**config.mk**
```make
export PLATFORM = sky130hd
export DESIGN_NAME = execute_stage
export DESIGN_NICKNAME = d
export VERILOG_FILES = /design/src/common/vliw_pkg.sv /design/src/common/vliw_map_pkg.sv /design/src/verilog/execute_stage.sv
export SDC_FILE = /design/constraint.sdc
export NUM_CORES = 1
export LEC_CHECK = 0
export BUFFER_PORTS_ARGS = -buffer_cell sky130_fd_sc_hd__buf_2
export CORE_AREA = 3 3 192 194
export DETAILED_ROUTE_END_ITERATION = 6
export DIE_AREA = 0 0 195 197
export RECOVER_POWER = 50
export SLEW_MARGIN = 20
export SYNTH_ARGS = -nofsm -noshare
export SYNTH_HDL_FRONTEND = slang
export SYNTH_SLANG_ARGS = --single-unit
```
**constraint.sdc**
```tcl
create_clock -name vclk -period 5.9
set_input_delay 1.18 -clock vclk [all_inputs]
set_output_delay 1.18 -clock vclk [all_outputs]
set_load 0.01 [all_outputs]
```
**src/common/vliw_pkg.sv**
```systemverilog
// ==============================
// vliw shared data types
// word, address and index widths for all lanes
// ==============================

package vliw_pkg;

   // ==============================
   // data word
   // ==============================

   // 27-bit datapath, add and negate wrap at this width
   localparam int word_width = 27;

   typedef logic [word_width-1:0] word_t;

   // ==============================
   // lane addressing
   // ==============================

   // full lane address, bank field on top of the entry index
   localparam int addr_width = 10;

   typedef logic [addr_width-1:0] addr_t;

   // entry index inside one bank
   localparam int index_width = 8;

   typedef logic [index_width-1:0] index_t;

   // entries per bank, one per index value
   localparam int bank_depth = 1 << index_width;

endpackage
```
**src/common/vliw_map_pkg.sv**
```systemverilog
// ==============================
// vliw address map
// bank ids, z index and read-port numbering
// ==============================

package vliw_map_pkg;

   // bank field is what is left above the entry index
   typedef logic [vliw_pkg::addr_width-vliw_pkg::index_width-1:0] bank_sel_t;

   // ==============================
   // bank ids
   // ==============================

   // one bank per writing lane
   localparam bank_sel_t bank_load = bank_sel_t'(0);
   localparam bank_sel_t bank_neg  = bank_sel_t'(1);
   localparam bank_sel_t bank_add  = bank_sel_t'(2);
   // reserved, no lane writes here, reads give zero
   localparam bank_sel_t bank_mul  = bank_sel_t'(3);

   // entry 0 of any bank maps onto the shared z register
   localparam vliw_pkg::index_t z_index = '0;

   // ==============================
   // read ports
   // ==============================

   // every bank serves the same three operand reads
   localparam int num_read_ports = 3;

   localparam int port_neg_src  = 0;
   localparam int port_add_src1 = 1;
   localparam int port_add_src2 = 2;

endpackage

```
**src/verilog/execute_stage.sv**
```systemverilog
// ==============================
// vliw execute stage
// operand muxing, negate and add, write steering
// ==============================

`timescale 1ns/1ps

module execute_stage (
   input  logic             load_enable,
   input  vliw_pkg::word_t  load_value,
   input  vliw_pkg::addr_t  load_dest_addr,
   input  logic             neg_enable,
   input  vliw_pkg::addr_t  neg_src_addr,
   input  vliw_pkg::addr_t  neg_dest_addr,
   input  logic             add_enable,
   input  vliw_pkg::addr_t  add_src1_addr,
   input  vliw_pkg::addr_t  add_src2_addr,
   input  vliw_pkg::addr_t  add_dest_addr,
   input  vliw_pkg::word_t  z_value,
   // read words from bank 0, 1 and 2
   input  vliw_pkg::word_t  load_rd [vliw_map_pkg::num_read_ports],
   input  vliw_pkg::word_t  neg_rd  [vliw_map_pkg::num_read_ports],
   input  vliw_pkg::word_t  add_rd  [vliw_map_pkg::num_read_ports],
   output vliw_pkg::index_t src_index [vliw_map_pkg::num_read_ports],
   // bank writes
   output logic             load_we,
   output logic             neg_we,
   output logic             add_we,
   output vliw_pkg::index_t load_wr_index,
   output vliw_pkg::index_t neg_wr_index,
   output vliw_pkg::index_t add_wr_index,
   output vliw_pkg::word_t  load_result,
   output vliw_pkg::word_t  neg_result,
   output vliw_pkg::word_t  add_result,
   // z writes
   output logic             load_z_req,
   output logic             neg_z_req,
   output logic             add_z_req
);

   // operand from z, a bank, or zero for the reserved bank
   function automatic vliw_pkg::word_t pick_operand(
      input vliw_pkg::addr_t addr,
      input vliw_pkg::word_t z,
      input vliw_pkg::word_t from_load,
      input vliw_pkg::word_t from_neg,
      input vliw_pkg::word_t from_add
   );
      vliw_map_pkg::bank_sel_t bank;
      vliw_pkg::word_t         operand;
      bank = addr[vliw_pkg::addr_width-1:vliw_pkg::index_width];
      case (bank)
         vliw_map_pkg::bank_load: operand = from_load;
         vliw_map_pkg::bank_neg:  operand = from_neg;
         vliw_map_pkg::bank_add:  operand = from_add;
         vliw_map_pkg::bank_mul:  operand = '0;
      endcase
      // index 0 overrides the bank field in every bank
      if (addr[vliw_pkg::index_width-1:0] == vliw_map_pkg::z_index) begin
         operand = z;
      end
      return operand;
   endfunction

   vliw_pkg::word_t neg_src;
   vliw_pkg::word_t add_src1;
   vliw_pkg::word_t add_src2;

   // ==============================
   // operand reads
   // ==============================

   // low bits of each source go to every bank, the mux picks one
   assign src_index[vliw_map_pkg::port_neg_src]  = neg_src_addr[vliw_pkg::index_width-1:0];
   assign src_index[vliw_map_pkg::port_add_src1] = add_src1_addr[vliw_pkg::index_width-1:0];
   assign src_index[vliw_map_pkg::port_add_src2] = add_src2_addr[vliw_pkg::index_width-1:0];

   assign neg_src  = pick_operand(neg_src_addr, z_value,
                                  load_rd[vliw_map_pkg::port_neg_src],
                                  neg_rd[vliw_map_pkg::port_neg_src],
                                  add_rd[vliw_map_pkg::port_neg_src]);
   assign add_src1 = pick_operand(add_src1_addr, z_value,
                                  load_rd[vliw_map_pkg::port_add_src1],
                                  neg_rd[vliw_map_pkg::port_add_src1],
                                  add_rd[vliw_map_pkg::port_add_src1]);
   assign add_src2 = pick_operand(add_src2_addr, z_value,
                                  load_rd[vliw_map_pkg::port_add_src2],
                                  neg_rd[vliw_map_pkg::port_add_src2],
                                  add_rd[vliw_map_pkg::port_add_src2]);

   // two's complement and sum, both wrap at 27 bits
   assign load_result = load_value;
   assign neg_result  = -neg_src;
   assign add_result  = add_src1 + add_src2;

   // dest bank field is implied by the lane, only the index matters
   assign load_wr_index = load_dest_addr[vliw_pkg::index_width-1:0];
   assign neg_wr_index  = neg_dest_addr[vliw_pkg::index_width-1:0];
   assign add_wr_index  = add_dest_addr[vliw_pkg::index_width-1:0];

   // index 0 goes to z only, everything else to the own bank
   assign load_z_req = load_enable && (load_wr_index == vliw_map_pkg::z_index);
   assign neg_z_req  = neg_enable  && (neg_wr_index  == vliw_map_pkg::z_index);
   assign add_z_req  = add_enable  && (add_wr_index  == vliw_map_pkg::z_index);
   assign load_we    = load_enable && (load_wr_index != vliw_map_pkg::z_index);
   assign neg_we     = neg_enable  && (neg_wr_index  != vliw_map_pkg::z_index);
   assign add_we     = add_enable  && (add_wr_index  != vliw_map_pkg::z_index);

endmodule

```
Word-level counts from Yosys, hierarchy flattened
Index checks and enable logic that the tools add are counted.
- add/subtract/negate cells: 2
- eq/ne operators: 9
- muxes and demuxes: 6
- reductions and logical operators: 18
- operators by type and width (kind ; count):
    case mux 27 bit (4 select lines) ; 3
    2-to-1 mux 27 bit ; 3
    zero test 8 bit ; 6
    adder 27 bit ; 1
    negation 27 bit ; 1
    nonzero test 8 bit ; 3
    == test 2 bit, second input constant ; 6
    == test 2 x 1 -> 1 bit, second input constant ; 3
    logical AND 1 bit ; 6
    zero test 2 bit ; 3
- word-level logic and storage cells: 35
- bits of input ports: 360
- register bits after elaboration: 0
- output and inout bits: 135

Depth between registers and ports, before layout
Gate-level depths: netlist of run 1.
- depth after elaboration: 4
- depth in mapped cells: 16
- gate-level depth less buffers: 14

Least setup slack after synthesis of run 1
No wires, ideal clock.
- path kind: in2out
- start: input add_src1_addr[9]
- end: output add_result[20]
- path slack: 149 ps
- stages on the path: 14
- arrival: 4571 ps
- buffers on the path: 2
- required time: 4720 ps
- path through: clkbuf_1 buf_1 mux2i_1 nor2_1 a21oi_1 a21oi_1 ha_1 nor2b_1 o31a_1 o41ai_1 o221ai_1 a2111oi_0 nor2_1 xnor2_1
- word-level cells in the longest chain between the ends: 4
- elaborated cells between the ends (all ways): 7
- those cells by class: add/sub: 1; eq/ne: 3; mux: 2; reduce/logical: 1
- ends and longest elaborated chain (element ; line ; text):
    start: declaration ; execute_stage.sv:16 ; input vliw_pkg::addr_t add_src1_addr,
    == test 2 bit (tied with other cells) ; execute_stage.sv:52 ; case (bank)
    case mux 27 bit (4 select lines) * ; execute_stage.sv:52 ;
    2-to-1 mux 27 bit * ; execute_stage.sv:59 ; if (addr[vliw_pkg::index_width-1:0] == vliw_map_pkg::z_index) begin
    adder 27 bit * ; execute_stage.sv:94 ; assign add_result = add_src1 + add_src2;
    end: declaration ; execute_stage.sv:34 ; output vliw_pkg::word_t add_result,
Every way passes the cells marked *; elsewhere a longest branch is shown, timed or not.

Worst setup path after layout of run 1
- start: input add_src1_addr[9]
- end: output add_result[25]
Same word-level chain as after synthesis.

==> run metrics, run 1 <==
status=complete, no violations; placed insts=1,631; crit end category=output port; Worst EP arrival=4.46 ns; uppermost layer routed=met5; Tot Pwr=799 µW; Synthesis Warnings=0; PortBufs=435; syn avg cell area=6.56 µm²; grt ovf=0; VDD IR max=0.0411 mV; Rel. slew slack=58.0%; critical path class=in2out; layout cells sized above 1=41.0%; power share of the combinational group=100.0%; Die W=195 µm; Die Area=38,400 µm²; Hold Fails Final Rpt=0; gpl congestion=0.891; Met3 Wirelength=2410 µm; Critical Path Source Type=primary input; final cell count without fillers=1,637; Sw Ratio=56.6%; initial antenna violation count=4; syn nets=1,198; Total GRT Usage=15.0%; Crit. Startpoint=add_src1_addr[9]; hold_buf cts=0; final sequential cell count=0; Tmin final=5.64 ns; internal power=347 µW; FF+latch area=0 µm²; f_max=177 MHz; Setup WS post-layout=0.256 ns; final core utilization=21.9%; leakage=3.88 nW; Tcrit/Tclk final=95.7%; sequential area share after synthesis=0%; Starting Density=15.0%; first-pass GRT wire length=44,300 µm; Place WS=-0.0658 ns; DRC errors left=0; Netlist Area Pre-Place=5310 µm²; DR vias=7,272; P_sw=452 µW; Fin Hold WS=2.36 ns; initial drt markers=387; hold path startpoint=load_value[13]; die height=197 µm; largest net degree at the start of global routing=36; # IOs=495; hpwl dp=28,300 µm; Final ANT Viol Nets=0; CP required=4.72 ns; Worst Path Max Fanout=9; Nets=1,563; Met1 Wirelength=13,100 µm; DR WL/cell=19.2 µm; number of global-route vias before repair=7,235; num rows=69; Area Overhead vs Synth=46.0%; CLK BUF=0; final WL=31,500 µm; first-pass iteration count of the detailed router=5; via density per instance=4.44; Hold Path Class=in2out; Flop pwr share=0%; Netlist cell types=59; instance count of the mapped netlist=810; Met2 Wirelength=15,400 µm; Core Region=35,400 µm²; Max Cap Viol=0; setup violators final=0; Tightest Pin Transition=0.623 ns; Clock Power Share=0%; P per Cell Area=103 nW/µm²; Pins Over Slew Limit=0
==> cell usage after synthesis (2+ instances only) <==
cell type    n  share of area, %
nand2_1     27               1.9
and2_1       6              0.71
o22ai_1      3              0.35
o21a_1       9               1.3
clkbuf_1    30               2.1
nor4_4       3               1.2
nand2b_1     6              0.71
a21o_1       4              0.57
nand4_2      2              0.47
ha_1        27               6.4
xnor2_1     32               5.3
o211ai_1     5              0.71
nand3_1     22               2.1
a21boi_0     4              0.57
a31oi_1      5              0.59
nor2_1     145                10
a2111oi_0    3              0.49
nor3b_1      2              0.28
nor4_2       2              0.47
nor4_1      11               1.3
buf_2        6              0.57
a21oi_1    127                12
o2bb2ai_1   18               3.0
o31ai_1      7              0.99
xor2_1      13               2.1
o221ai_1     3              0.49
a2bb2oi_1    2              0.33
o41ai_1      5              0.82
buf_1        6              0.42
nand4_1      6              0.71
or2_2        4              0.47
buf_4       77                11
mux2i_1     95                18
o21ai_0     24               2.3
nor2b_1     13               1.5
and3_1       7              0.82
nor3_1       9              0.85
o21bai_1     2              0.28
a211oi_1     5              0.71
inv_1       13              0.92
buf_6        2              0.42
==> area by class of cell <==
type,instances,area [µm²]
repair buffers,484,2520
inverters,13,48.8
multi-input cells,676,4600
fillers,4052,27600
diodes,3,7.51
well taps,461,577
==> layer usage <==
metal,vias to the layer above,GRT usage [%]
met5,-,0
met4,2,2.88
met3,32,2.92
met2,333,27.2
met1,3322,18.6
li1,3583,-
==> worst max-delay path, cell delays in order <==
cell and delay, ns:
buf_2 0.19, buf_4 0.23, buf_4 0.23, mux2i_1 0.22, nor2_1 0.05, a21oi_1 0.27, a21oi_1 0.12, ha_1 0.39
nand4_1 0.14, buf_4 0.17, nor2_1 0.08, nand4_1 0.18, a21oi_1 0.26, o41ai_2 0.09, buf_4 0.14, o211ai_1 0.19
xor2_1 0.16, buf_2 0.16
==> power by group through the flow <==
| stage | Sequential (mW) | Combinational (mW) | Clock (mW) |
|---|---|---|---|
| 4_1_cts | 0 | 0.801 | 0 |
| 6_report | 0 | 0.799 | 0.0000000683 |
| 3_3_place_gp | 0 | 0.791 | 0 |
| 2_1_floorplan | 0 | 0.457 | 0 |
| 3_5_place_dp | 0 | 0.795 | 0 |
| 5_1_grt | 0 | 0.878 | 0.0000000682 |
==> placed cells by master (no fill, tap or decap), types with 10 or more instances in the layout <==
cell / synthesis / final
a21oi_1: 127 / 125
buf_2: 6 / 395
buf_4: 77 / 47
clkbuf_1: 30 / 40
ha_1: 27 / 26
inv_1: 13 / 13
mux2i_1: 95 / 95
nand2_1: 27 / 25
nand3_1: 22 / 22
nor2_1: 145 / 145
nor2b_1: 13 / 10
o21ai_0: 24 / 23
o2bb2ai_1: 18 / 18
xnor2_1: 32 / 32
xor2_1: 13 / 13
==> worst paths after layout <==
check,endpoint,slack (ns),cells past startpoint
max,add_result[25],0.26,18
min,load_result[13],2.36,0
==> through the flow <==
step,setup TNS [ns],area (µm²)
final,0,7760
after global routing,-0.000991,7760
after CTS,0,7700
after detailed placement,-0.106,7680
after global placement,0,7680
after floorplan,0,5310
==> repair_timing <==
item	in CTS	in global routing
pin swaps	0	3
buffers inserted	0	3
resized for setup	4	15
endpoints found under the setup margin	4	8
==> kinds of logic (layout without fill, tap and decap cells) <==
logic type                 Yosys count  count (layout)  synth area share (%)
buffers and inverters              134             497                  15.3
adders and majority gates           28              28                  6.74
other                                0               3                     0
AOI/OAI and AO/OA                  234             234                  27.2
xor gates and xnor gates            45              45                  7.42
muxes                               96              96                  18.3
and+or+nand+nor                    273             273                  25.0
No activity file was read; power rests on OpenSTA's default activity.
==> run 2, diff against run 1 <==
==> constraint.sdc (replaced) <==
create_clock -name vclk -period 6.4
set_input_delay 1.28 -clock vclk [all_inputs]
set_output_delay 1.28 -clock vclk [all_outputs]
set_load 0.01 [all_outputs]
==> run metrics, run 2 (synthesis gave the netlist of run 1 again) <==
final sequential cell count=0 (unchanged); Setup WS post-layout=0.339 ns (+0.0828 ns); f_max=165 MHz; GR Util met3=2.63% (-0.29 points); gpl congestion=0.870 (-2.4%); Tcrit/Tclk final=94.7%; initial antenna violation count=6 (+2); crit end category=output port; DR vias=7,185 (-1.2%); Area Overhead vs Synth=41.9%; PortBufs=435 (unchanged); # IOs=495 (unchanged); Critical Path Source Type=primary input; Rel. slew slack=58.0% (-0.071 points); CP required=5.12 ns (+0.40 ns); number of global-route vias before repair=7,131 (-1.4%); Place WS=0.210 ns (+0.276 ns); Core Region=35,400 µm² (unchanged); critical path class=in2out; DRC errors left=0 (unchanged); hold depth=0 (unchanged); met1 Usage GRT=18.6% (+0.026 points); first-pass iteration count of the detailed router=5 (unchanged); Worst EP arrival=4.78 ns (+0.32 ns); Tmin final=6.06 ns; first-pass GRT wire length=43,600 µm (-1.7%); placed insts=1,615 (-0.98%); via density per instance=4.44 (-0.16%); status=complete, no violations; die height=197 µm (unchanged); num rows=69 (unchanged); Hold Fails Final Rpt=0 (unchanged); setup TNS=0 ns (unchanged); layout cells sized above 1=38.9% (-2.1 points); Tightest Pin Transition=0.626 ns (+0.00295 ns); Starting Density=15.0% (unchanged); DR WL/cell=19.2 µm (about the same); GRT busiest layer=met2; Nets=1,544 (-1.2%); Die Area=38,400 µm² (unchanged); hpwl dp=28,000 µm (-0.88%); RSZ-0062 raised after global routing=false; initial drt markers=378 (-2.3%); Hold Path Class=in2out; final cell count without fillers=1,620 (-1.0%); Post-CTS Setup Inserts=0 (unchanged); commonest non-fill, non-tap cell in the layout=buf_2; Final ANT Viol Nets=0 (unchanged); met2 Use GR=26.7% (-0.53 points); largest net degree at the start of global routing=46 (+28%); final WL=31,200 µm (-0.99%); Die W=195 µm (unchanged); Pins Over Slew Limit=0 (unchanged); setup violators final=0 (unchanged); most frequent cells in the layout=buf_2 (395), nor2_1 (145), a21oi_1 (127); Worst Path Max Fanout=9 (unchanged); FF+latch area=0 µm² (unchanged); grt ovf=0 (unchanged); CLK BUF=0 (unchanged); Total GRT Usage=14.7% (-0.31 points); Max Cap Viol=0 (unchanged)
run 2: worst paths after layout:
check	startpoint	end	slack, ns
setup / recovery	add_src1_addr[7]	add_result[20]	0.34
hold / removal	load_value[13]	load_result[13]	2.56
run 2: routing by layer:
metal | wire, µm | up-vias
met1 | 13000 | 3295
met4 | 325 | 0
met5 | 0 | -
met2 | 15300 | 318
li1 | - | 3554
met3 | 2560 | 18
run 2: final cells by class:
type	instances	area, µm²
diodes	5	12.5
multi-input cells	676	4520
fillers	4059	27900
well taps	461	577
inverters	13	48.8
repair buffers	465	2380
run 2: what timing repair did:
item                                    4_1_cts  5_1_grt
resized for setup                             0        2
hold buffers                                  0        0
endpoints found under the setup margin        0        1
run 2: stage by stage:
stage          instance area (µm²)  hold slack, ns  utilization (%)
6_report                      7540            2.56             21.3
3_5_place_dp                  7560            2.56             21.4
2_1_floorplan                 5310            2.65                -
3_3_place_gp                  7560            2.56             21.4
4_1_cts                       7560            2.56             21.4
5_1_grt                       7540            2.56             21.3
run 2: critical path, stage by stage:
cell and delay (ns):
buf_2 0.11, nor4_1 0.39, nand2_2 0.25, nor2_1 0.14
a21oi_1 0.05, ha_1 0.24, inv_1 0.07, fa_1 0.20
nor2b_1 0.07, o31a_1 0.27, o41ai_1 0.30, buf_4 0.19
o221ai_1 0.15, buf_4 0.20, a2111oi_0 0.43, nor2_1 0.13
xnor2_1 0.14, buf_2 0.15
