==> config.mk <==
export PLATFORM = sky130hd
export DESIGN_NAME = z_arbiter
export DESIGN_NICKNAME = d
export VERILOG_FILES = /design/src/common/vliw_pkg.sv /design/src/verilog/z_arbiter.sv
export SDC_FILE = /design/constraint.sdc
export NUM_CORES = 1
export LEC_CHECK = 0
export ABC_AREA = 1
export BUFFER_PORTS_ARGS = -buffer_cell sky130_fd_sc_hd__buf_4
export CAP_MARGIN = 20
export CORE_ASPECT_RATIO = 1.25
export CORE_UTILIZATION = 25
export DETAILED_ROUTE_END_ITERATION = 6
export HOLD_SLACK_MARGIN = 0.06
export REMOVE_ABC_BUFFERS = 1
export SLEW_MARGIN = 20
export SYNTH_ARGS = -nofsm -noshare
export SYNTH_HDL_FRONTEND = slang
export SYNTH_SLANG_ARGS = --single-unit
==> constraint.sdc <==
create_clock -name clk -period 0.8 [get_ports clk]
set_input_delay 0.08 -clock clk [delete_from_list [all_inputs] [get_ports clk]]
set_output_delay 0.08 -clock clk [all_outputs]
set_load 0.1 [all_outputs]
==> src/common/vliw_pkg.sv <==
// ==============================
// vliw shared data types
// word, address and index widths for all lanes
// ==============================

package vliw_pkg;

   // ==============================
   // data word
   // ==============================

   // 27-bit datapath, add and negate wrap at this width
   localparam int word_width = 27;

   typedef logic [word_width-1:0] word_t;

   // ==============================
   // lane addressing
   // ==============================

   // full lane address, bank field on top of the entry index
   localparam int addr_width = 10;

   typedef logic [addr_width-1:0] addr_t;

   // entry index inside one bank
   localparam int index_width = 8;

   typedef logic [index_width-1:0] index_t;

   // entries per bank, one per index value
   localparam int bank_depth = 1 << index_width;

endpackage
==> src/verilog/z_arbiter.sv <==
// ==============================
// z register
// fixed priority load, negate, add
// ==============================

`timescale 1ns/1ps

module z_arbiter (
   input  logic            clk,
   input  logic            reset,
   // write requests, already gated on index 0
   input  logic            load_z_req,
   input  logic            neg_z_req,
   input  logic            add_z_req,
   // lane results
   input  vliw_pkg::word_t load_result,
   input  vliw_pkg::word_t neg_result,
   input  vliw_pkg::word_t add_result,
   // current z
   output vliw_pkg::word_t z_value
);

   vliw_pkg::word_t z_reg;

   // ==============================
   // arbitration
   // ==============================

   // load wins over negate, negate over add
   // no request keeps the old z
   always_ff @(posedge clk) begin
      if (reset) begin
         z_reg <= '0;
      end else if (load_z_req) begin
         z_reg <= load_result;
      end else if (neg_z_req) begin
         z_reg <= neg_result;
      end else if (add_z_req) begin
         z_reg <= add_result;
      end
   end

   // straight from the flop, readers see pre-edge z
   assign z_value = z_reg;

endmodule

After elaboration in Yosys (flattened, before gate mapping)
Index checks and enable logic that the tools add are counted.
{ "op_classes": {"addsub": 0, "n_mul": 0, "div": 0, "n_lt_le_gt_ge": 0, "n_eq_ne": 0, "n_shift": 0, "muxes": 3, "n_bitwise": 0, "reduce_logical": 1} }
{ "op_table": {"columns": ["cell", "n"], "rows": [
  ["two-way mux 27 bit", 3],
  ["nonzero test 3 bit", 1]
]} }
{ "totals": {"register_bits": 27, "latch_bits": 0, "ramBits": 0, "romBits": 0, "input_bits": 86, "wordCells": 5, "memories": 0} }

Logic depth before layout (Yosys ltp)
Gate-level depths: netlist of run 1.
{ "logic_depth": {"word_depth": 3, "ltp_mapped": 6} }

Worst setup path before layout of run 1
OpenSTA, ideal clock, no wires.
{ "synth_path": {"path_kind": "flip-flop to flip-flop", "startpoint": "register z_value[10] (netlist name)", "endpoint": "register z_reg[10] (netlist: z_value[10])", "setup_time_ns": 0.066, "arrival_time_ns": 1.265, "required_ns": 0.734, "path_slack_ns": -0.531, "stages_incl_launch_ff": 5, "path_buffers": 0, "synth_period_minus_slack_ns": 1.331, "cell_sequence": "dfxtp_1 -> inv_1 -> nand3_1 -> nand2_1 -> a21oi_2"} }
{ "synth_lines": {"columns": ["item", "line", "text"], "rows": [
  ["end signal, assigned", "z_arbiter.sv:35", "z_reg <= load_result;"],
  ["end signal, assigned", "z_arbiter.sv:37", "z_reg <= neg_result;"],
  ["end signal, assigned", "z_arbiter.sv:39", "z_reg <= add_result;"],
  ["end, declared", "z_arbiter.sv:23", "vliw_pkg::word_t z_reg;"]
]} }

Worst setup path in the final report of run 1
{ "layout_path": {"startpoint": "register z_reg[21] (netlist: z_value[21])", "endpoint": "output z_value[21]"} }
{ "layout_lines": {"columns": ["item", "line", "text"], "rows": [
  ["end, declared", "z_arbiter.sv:20", "output vliw_pkg::word_t z_value"]
]} }
No word-level cell between the ends.

==> results of run 1 <==
[kinds of logic (layout without fill, tap and decap cells)]
family,after synthesis,in the layout
flops,27,27
buf+inv,134,237
compound gates,54,54
simple gates,163,163
[area by class of cell]
class / instances / area (um2)
Sequential cell: 27 / 582
Fill cell: 865 / 4720
Clock buffer: 4 / 45.0
Tap cell: 97 / 121
Timing Repair Buffer: 122 / 1340
Inverter: 111 / 422
Multi-Input combinational cell: 217 / 1050
[repair_timing]
item | 4_1_cts | 5_1_grt
buffers inserted | 1 | 0
pin swaps | 0 | 0
gates resized for setup | 108 | 5
cloned | 0 | 0
endpoints found under the setup margin | 27 | 30
[layer usage]
layer | wire (um) | GRT usage | share of wire | vias to the layer above
met3 | 291 | 0.0102 | 0.047 | 4
met1 | 2320 | 0.148 | 0.38 | 1097
met5 | 0 | 0 | 0 | -
met4 | 111 | 0.0521 | 0.018 | 0
met2 | 3440 | 0.284 | 0.56 | 71
li1 | - | - | - | 1317
[path summary, 6_finish.rpt]
check	start	endpoint	slack, ns	cells past startpoint
max	z_value[21]	z_value[21]	-0.11	1
min	load_result[3]	z_value[3]	0.13	5
max reg2reg	z_value[2]	z_value[2]	0.02	5
min reg2reg	z_value[7]	z_value[7]	0.57	4
[worst min-delay path, delay by kind of cell]
family / cells / cell delay (ns)
AOI/OAI and AO/OA: 2 / 0.13
and+or+nand+nor: 1 / 0.04
buffers and inverters: 2 / 0.12
[power by group]
part	leakage (nW)	switching [mW]	internal, mW	total [mW]
clock	0.0228	0.432	0.357	0.789
sequential	0.233	0.123	1.48	1.60
combinational	1.76	1.39	0.985	2.37
[layout by cell type (no fill, tap or decap)]
cell	n
nand3_2	8
nand3_1	46
buf_4	88
a21oi_1	44
nand2_2	8
nor2_4	1
clkbuf_1	1
clkinv_1	1
inv_2	1
buf_12	34
nand2_1	100
a21oi_2	10
clkbuf_8	3
dfxtp_2	24
inv_6	1
inv_1	108
dfxtp_4	3
[metrics by stage]
stage               worst slack (ns)  power, mW
floorplan                     -0.551       2.89
global placement             -0.0961       3.62
detailed placement           -0.0966       3.65
CTS                           -0.121       4.82
global route                  -0.136       5.03
finish                        -0.109       4.76
==> results.json, run 1 <==
{
  "status": "complete, but fails checks",
  "violations": "setup timing",
  "rsz0062_at_grt": "yes",
  "numCtsBuffers": 3,
  "grt_overflow": 0,
  "slowest_delay_ns": 0.38,
  "final_area_um2": 3570,
  "postCtsHoldBufs": 0,
  "wl_um": 6160,
  "hold_violations": 0,
  "coreArea_um2": 8290,
  "synth_edf_count": 0,
  "synth_adder_area_share": 0,
  "critPathBufInv": 1,
  "die_w_um": 85.0,
  "drcViolationCount": 0,
  "hold_class": "input port to flip-flop",
  "cp-end-kind": "output pin",
  "clkTransAtPathRegs_ns": 0.09,
  "areaGrowthSynthToFinish_pct": 65.6,
  "synth_cell_type_count": 17,
  "cts_tree": "done",
  "post-synth-top-count-cell": "inv_1",
  "drv_cap": 0,
  "first_global_vias": 2439,
  "worst_slack_ns": -0.109,
  "synth.area.top_cells": "dfxtp_1 25%, inv_1 19%, nand2_1 17%",
  "drv_slew": 0,
  "largest_reg_flops": 27,
  "dp_hpwl_um": 4630,
  "setup_viol": 27,
  "fin_hold_ws_ns": 0.128,
  "clkLatencyLatePin_ns": 0.27,
  "via_per_inst": 4.31,
  "worst_slew_pin_slew_ns": 0.247,
  "synth_top_cell_by_area": "dfxtp_1",
  "maxClockFrequency_mhz": 1100,
  "synthXorXnorAreaFrac": 0,
  "final_util": 0.430,
  "critPathRequiredTime_ns": 0.72,
  "cp_max_fo": 2,
  "die_area_um2": 8990,
  "cp_top_family": "flip-flops",
  "ctsHtreeMaxLevel": 1,
  "slew-limit-headroom": 0.835,
  "critPathKind": "flip-flop to output pin",
  "power.density_nw_per_um2": 1340,
  "slowest_stage": "dfxtp_2",
  "synth-compound-area-share": 0.139,
  "port_buffers": 112,
  "synth_seq_area_share": 0.251,
  "netlist_area_um2": 2150,
  "finalCriticalPeriod_ns": 0.909,
  "yosys-top-cells-count": "108 x inv_1, 100 x nand2_1, 46 x a21oi_1, 46 x nand3_1, 27 x dfxtp_1",
  "dr.pass1.iters": 4,
  "antenna_left": 0,
  "yosys.area_share.simple": 0.347,
  "synth.mux.area_fraction": 0,
  "skew_ns": 0,
  "synth.top_cell.area_share": 0.251,
  "vias": 2489,
  "ys_warn_count": 0,
  "dp.cells": 573,
  "syn_inst": 378,
  "p_leak_nw": 2.02,
  "post_drt_wl_per_cell_um": 10.7,
  "dpl_cell_area_um2": 3130,
  "layout-drive-gt1-share": 0.376,
  "grtUsageTotal": 0.141,
  "syn_avg_cell_area_um2": 5.70,
  "cp.arrival_ns": 0.83,
  "synth-seq-cells": 27,
  "grt_antenna_before_repair": 0,
  "rows": 37,
  "grt_first_pass_wirelength_um": 10400,
  "synth_top_family_by_area": "simple AND/OR/NAND/NOR gates",
  "cts-root-buf": "clkbuf_8",
  "async_flop_share": 0,
  "die_y_um": 106,
  "num_antenna_cells": 0,
  "nets": 568,
  "finalNonFillerCells": 578,
  "peakVddDrop_v": 0.000578,
  "pin_count": 113,
  "clkSinkCount": 27,
  "cts_buffer_depth": 2,
  "min_period_over_period": 1.14,
  "drt_iter0_markers": 56,
  "setup_tns_ns": -2.54,
  "synth-main-ff-cell": "dfxtp_1",
  "grt_start_max_net_pins": 43,
  "start_kind": "flip-flop",
  "place.gp.congestion": 0.729,
  "initial_core_util": 0.260,
  "crit_chain": "buf_12"
}
Note: power is estimated with default switching activity, not from simulation.
==> inputs of run 2 (changes only) <==
--- a/config.mk
+++ b/config.mk
@@ -9,9 +9,10 @@
 export BUFFER_PORTS_ARGS = -buffer_cell sky130_fd_sc_hd__buf_4
 export CAP_MARGIN = 20
 export CORE_ASPECT_RATIO = 1.25
-export CORE_UTILIZATION = 25
+export CORE_UTILIZATION = 40
 export DETAILED_ROUTE_END_ITERATION = 6
 export HOLD_SLACK_MARGIN = 0.06
+export PLACE_DENSITY = 0.75
 export REMOVE_ABC_BUFFERS = 1
 export SLEW_MARGIN = 20
 export SYNTH_ARGS = -nofsm -noshare
==> results.json, run 2 (same netlist as run 1, synthesis figures left out) <==
{
  "dr.pass1.iters": 4,
  "violations": "setup timing",
  "via_per_inst": 4.56,
  "clkSinkCount": 27,
  "power.density_nw_per_um2": 1330,
  "cts_buffer_depth": 2,
  "grt_antenna_before_repair": 0,
  "slowest_stage": "dfxtp_2",
  "initial_core_util": 0.421,
  "cp_top_family": "flip-flops",
  "slowest_delay_ns": 0.37,
  "final_cell_mix": "101 x inv_1, 97 x nand2_1, 92 x buf_4, 41 x nand3_1, 40 x a21oi_1",
  "wl_um": 6050,
  "cp_max_fo": 2,
  "critPathKind": "flip-flop to output pin",
  "hold_class": "input port to flip-flop",
  "die_w_um": 67.6,
  "clkLatencyLatePin_ns": 0.27,
  "critPathBufInv": 1,
  "grt_overflow": 0,
  "peakVddDrop_v": 0.000757,
  "grtUsageTotal": 0.213,
  "maxClockFrequency_mhz": 1100,
  "status": "complete, but fails checks",
  "cp-end-kind": "output pin",
  "crit_chain": "buf_12",
  "largest_reg_flops": 27,
  "grt_first_pass_wirelength_um": 9440,
  "die_area_um2": 5680,
  "hold_violations": 0,
  "die_y_um": 84.0,
  "areaGrowthSynthToFinish_pct": 69.9,
  "pin_count": 113,
  "finalNonFillerCells": 552,
  "first_global_vias": 2187,
  "slew-limit-headroom": 0.838,
  "rr_startpoint": "z_value[9]",
  "start_kind": "flip-flop",
  "min_from": "load_result[25]",
  "coreArea_um2": 5120,
  "worstSetupEndpoint": "z_value[15]",
  "grt_start_max_net_pins": 41,
  "nets": 577,
  "reg2reg_setup_slack_ns": 0.01,
  "drv_slew": 0,
  "drt_iter0_markers": 126,
  "post_drt_wl_per_cell_um": 11.0,
  "reg2reg_depth": 5,
  "skew_ns": 0,
  "worst_slack_ns": -0.108,
  "port_buffers": 112,
  "final_util": 0.715,
  "numCtsBuffers": 3,
  "critPathLaunch": "z_value[15]",
  "vias": 2519,
  "worst_slew_pin_slew_ns": 0.243,
  "place_ws_ns": -0.107,
  "cts-root-buf": "clkbuf_8",
  "crit_cells": 1,
  "drv_cap": 0,
  "p_leak_nw": 2.07,
  "dp.cells": 539,
  "setup_viol": 27,
  "layout_commonest_cell": "inv_1",
  "layout-drive-gt1-share": 0.427,
  "place.gp.congestion": 0.742,
  "num_antenna_cells": 0,
  "antenna_left": 0,
  "timing.rr.end": "z_value[9]",
  "rows": 29,
  "cp.arrival_ns": 0.83,
  "drcViolationCount": 0,
  "ctsHtreeMaxLevel": 1,
  "setup_tns_ns": -2.57,
  "dp_hpwl_um": 4170,
  "clkTransAtPathRegs_ns": 0.10,
  "rsz0062_at_grt": "yes",
  "min_period_over_period": 1.14,
  "critPathRequiredTime_ns": 0.72,
  "postCtsHoldBufs": 0,
  "finalCriticalPeriod_ns": 0.908,
  "cts_tree": "done"
}
## run 2: power by group
group          switching (mW)  leakage, nW  internal, mW
clock network           0.445       0.0228         0.357
logic                    1.43         1.81          1.05
registers               0.122        0.233          1.48
total                    1.99         2.07          2.88
## run 2: how the worst min path moves through the flow
stage / to / cells after the start
final: z_value[25] / 5
after global routing: z_value[20] / 5
after CTS: z_value[21] / 5
after detailed placement: z_value[5] / 5
after global placement: z_value[19] / 5
after floorplan: z_value[7] / 3
## run 2: what timing repair did
action / in CTS / in global routing
setup endpoints to repair: 27 / 32
setup buffers: 4 / 5
gates cloned: 0 / 0
resized for setup: 109 / 29
## run 2: through the flow
step	hold WS (ns)	power, mW	area, um2
floorplan	0.282	2.89	2010
global placement	0.403	3.61	3090
detailed placement	0.416	3.63	3090
CTS	0.122	4.84	3540
global route	0.131	5.12	3660
finish	0.126	4.88	3660
## run 2: worst register-to-register path: cells and delay by family, from the launching register on
family,cells,cell delay [ns]
DFF,1,0.35
buffers and inverters,2,0.17
and+or+nand+nor,2,0.14
AOI/OAI and AO/OA,1,0.03
## run 2: layer usage
layer | up-vias | track usage | part of all wire
li1 | 1337 | - | -
met1 | 1091 | 0.245 | 0.39
met2 | 85 | 0.378 | 0.53
met3 | 6 | 0.0437 | 0.064
met4 | 0 | 0.0619 | 0.012
met5 | - | 0 | 0
## run 2: area by class of cell
type                       count  area (um2)
sequential                    27         582
fill                         417        1460
tap                           62        77.6
timing repair buffer         131        1430
clock buffer                   4        45.0
multi-input combinational    217        1100
inverter                     111         424
==> inputs of run 3 (changes only) <==
--- a/config.mk
+++ b/config.mk
@@ -5,14 +5,13 @@
 export SDC_FILE = /design/constraint.sdc
 export NUM_CORES = 1
 export LEC_CHECK = 0
-export ABC_AREA = 1
 export BUFFER_PORTS_ARGS = -buffer_cell sky130_fd_sc_hd__buf_4
 export CAP_MARGIN = 20
 export CORE_ASPECT_RATIO = 1.25
-export CORE_UTILIZATION = 40
+export CORE_UTILIZATION = 36
 export DETAILED_ROUTE_END_ITERATION = 6
 export HOLD_SLACK_MARGIN = 0.06
-export PLACE_DENSITY = 0.75
+export PLACE_DENSITY = 0.76
 export REMOVE_ABC_BUFFERS = 1
 export SLEW_MARGIN = 20
 export SYNTH_ARGS = -nofsm -noshare
==> results.json, run 3 <==
{
  "drcViolationCount": 0,
  "synth_top_family_by_area": "compound AO/OA/AOI/OAI gates",
  "synth_top_cell_by_area": "dfxtp_1",
  "critPathKind": "flip-flop to output pin",
  "slowest_stage": "dfxtp_2",
  "syn_avg_cell_area_um2": 9.87,
  "grt_antenna_before_repair": 0,
  "finalCriticalPeriod_ns": 0.923,
  "netlist_area_um2": 1520,
  "port_buffers": 112,
  "place.gp.congestion": 0.721,
  "hold_depth": 3,
  "drv_slew": 0,
  "grtUsageTotal": 0.252,
  "min_period_over_period": 1.15,
  "die_w_um": 60.1,
  "final_area_um2": 3070,
  "dpl_cell_area_um2": 2530,
  "p_leak_nw": 1.36,
  "power_mw": 4.72,
  "violations": "setup timing",
  "synth_adder_area_share": 0,
  "peakVddDrop_v": 0.00129,
  "antenna_left": 0,
  "rsz0062_at_grt": "yes",
  "slowest_delay_ns": 0.38,
  "nets": 363,
  "clkSinkCount": 27,
  "rr_startpoint": "z_value[17]",
  "cp.arrival_ns": 0.84,
  "clkLatencyLatePin_ns": 0.28,
  "clkTransAtPathRegs_ns": 0.11,
  "layout_commonest_cell": "buf_4",
  "largest_reg_flops": 27,
  "grt_overflow": 0,
  "syn_inst": 154,
  "yosys.area_share.simple": 0.244,
  "maxClockFrequency_mhz": 1080,
  "critPathRequiredTime_ns": 0.72,
  "slew-limit-headroom": 0.754,
  "grt_start_max_net_pins": 25,
  "whs_endpoint": "z_value[16]",
  "start_kind": "flip-flop",
  "layout-drive-gt1-share": 0.612,
  "skew_ns": 0,
  "async_flop_share": 0,
  "initial_core_util": 0.374,
  "via_per_inst": 5.63,
  "coreArea_um2": 4070,
  "hold_violations": 0,
  "cp-end-kind": "output pin",
  "numCtsBuffers": 3,
  "reg2reg_setup_slack_ns": 0.02,
  "first_global_vias": 1735,
  "setup_tns_ns": -2.99,
  "synthXorXnorAreaFrac": 0,
  "synth-compound-area-share": 0.333,
  "pin_count": 113,
  "hold_class": "input port to flip-flop",
  "cp_top_family": "flip-flops",
  "grt_first_pass_wirelength_um": 8360,
  "synth.mux.area_fraction": 0,
  "cts-root-buf": "clkbuf_8",
  "worst_slack_ns": -0.123,
  "drv_cap": 0,
  "reg2reg_depth": 2,
  "setup_viol": 28,
  "status": "complete, but fails checks",
  "die_area_um2": 4490,
  "synth_edf_count": 0,
  "power.density_nw_per_um2": 1540,
  "areaGrowthSynthToFinish_pct": 102,
  "yosys-top-cells-count": "27 x a211o_1, 27 x a32o_1, 27 x dfxtp_1, 27 x nand2b_1, 27 x nor2b_1",
  "synth-main-ff-cell": "dfxtp_1",
  "synth_cell_type_count": 12,
  "postCtsHoldBufs": 0,
  "dp_hpwl_um": 3700,
  "die_y_um": 74.7,
  "rows": 26,
  "synth.top_cell.area_share": 0.356,
  "cts_tree": "done",
  "final_cell_mix": "94 x buf_4, 33 x buf_12, 27 x nor2b_1, 27 x a211o_1, 27 x nand2b_1",
  "worst_slew_pin_slew_ns": 0.366,
  "place_ws_ns": -0.322,
  "synth-seq-cells": 27,
  "critPathBufInv": 1,
  "cp_max_fo": 2,
  "num_antenna_cells": 0,
  "timing.rr.end": "z_value[17]",
  "cts_buffer_depth": 2,
  "ctsHtreeMaxLevel": 1,
  "drt_iter0_markers": 129,
  "crit_chain": "buf_12",
  "synth_seq_area_share": 0.356,
  "wl_um": 6530,
  "dr.pass1.iters": 4,
  "min_from": "load_result[16]",
  "vias": 1869,
  "synth.area.top_cells": "dfxtp_1 36%, a32o_1 18%, a211o_1 16%",
  "ys_warn_count": 0,
  "post_drt_wl_per_cell_um": 19.7
}
==> run 3: timing repair <==
item	CTS	global route
buffers inserted	0	1
gates cloned	1	2
endpoints found under the setup margin	31	54
pin swaps	0	3
resized for setup	110	9
==> run 3: cell families (layout without fill, tap and decap cells) <==
group           Yosys count  after routing
compound gates           54             54
buf+inv                  16            138
simple gates             57             57
flops                    27             27
==> run 3: layout make-up <==
cell class              instances  area (um2)
clock buffers                   3        41.3
clock inverters                 1        7.51
fillers                       247         998
multi-input cells             111         883
flip-flops and latches         27         577
well taps                      56        70.1
repair buffers                134        1490
==> run 3: metrics by stage <==
stage,hold slack [ns],instances,utilization
floorplan,0.299,138,-
global placement,0.416,324,0.621
detailed placement,0.424,324,0.621
CTS,0.127,329,0.732
global route,0.133,332,0.754
finish,0.123,332,0.754
==> run 3: worst max-delay path by stage <==
stage | end | cells past startpoint | start
after global routing | z_value[6] | 1 | z_value[6]
after CTS | z_value[6] | 1 | z_value[6]
after detailed placement | z_value[6] | 5 | neg_z_req
after floorplan | z_value[0] | 1 | z_value[0]
after global placement | z_value[17] | 5 | neg_z_req
final | z_value[12] | 1 | z_value[12]
==> run 3: routing by layer <==
| metal | routed length (um) | up-vias | GRT usage |
|---|---|---|---|
| li1 | - | 834 | - |
| met5 | 0 | - | 0 |
| met4 | 177 | 0 | 0.0930 |
| met3 | 604 | 14 | 0.0533 |
| met1 | 2330 | 899 | 0.282 |
| met2 | 3420 | 122 | 0.460 |
==> run 3: report_power, final <==
group          leakage (nW)  switching (mW)  internal [mW]
combinational          1.11            1.23           1.04
sequential            0.232           0.126           1.48
clock                0.0217           0.484          0.355
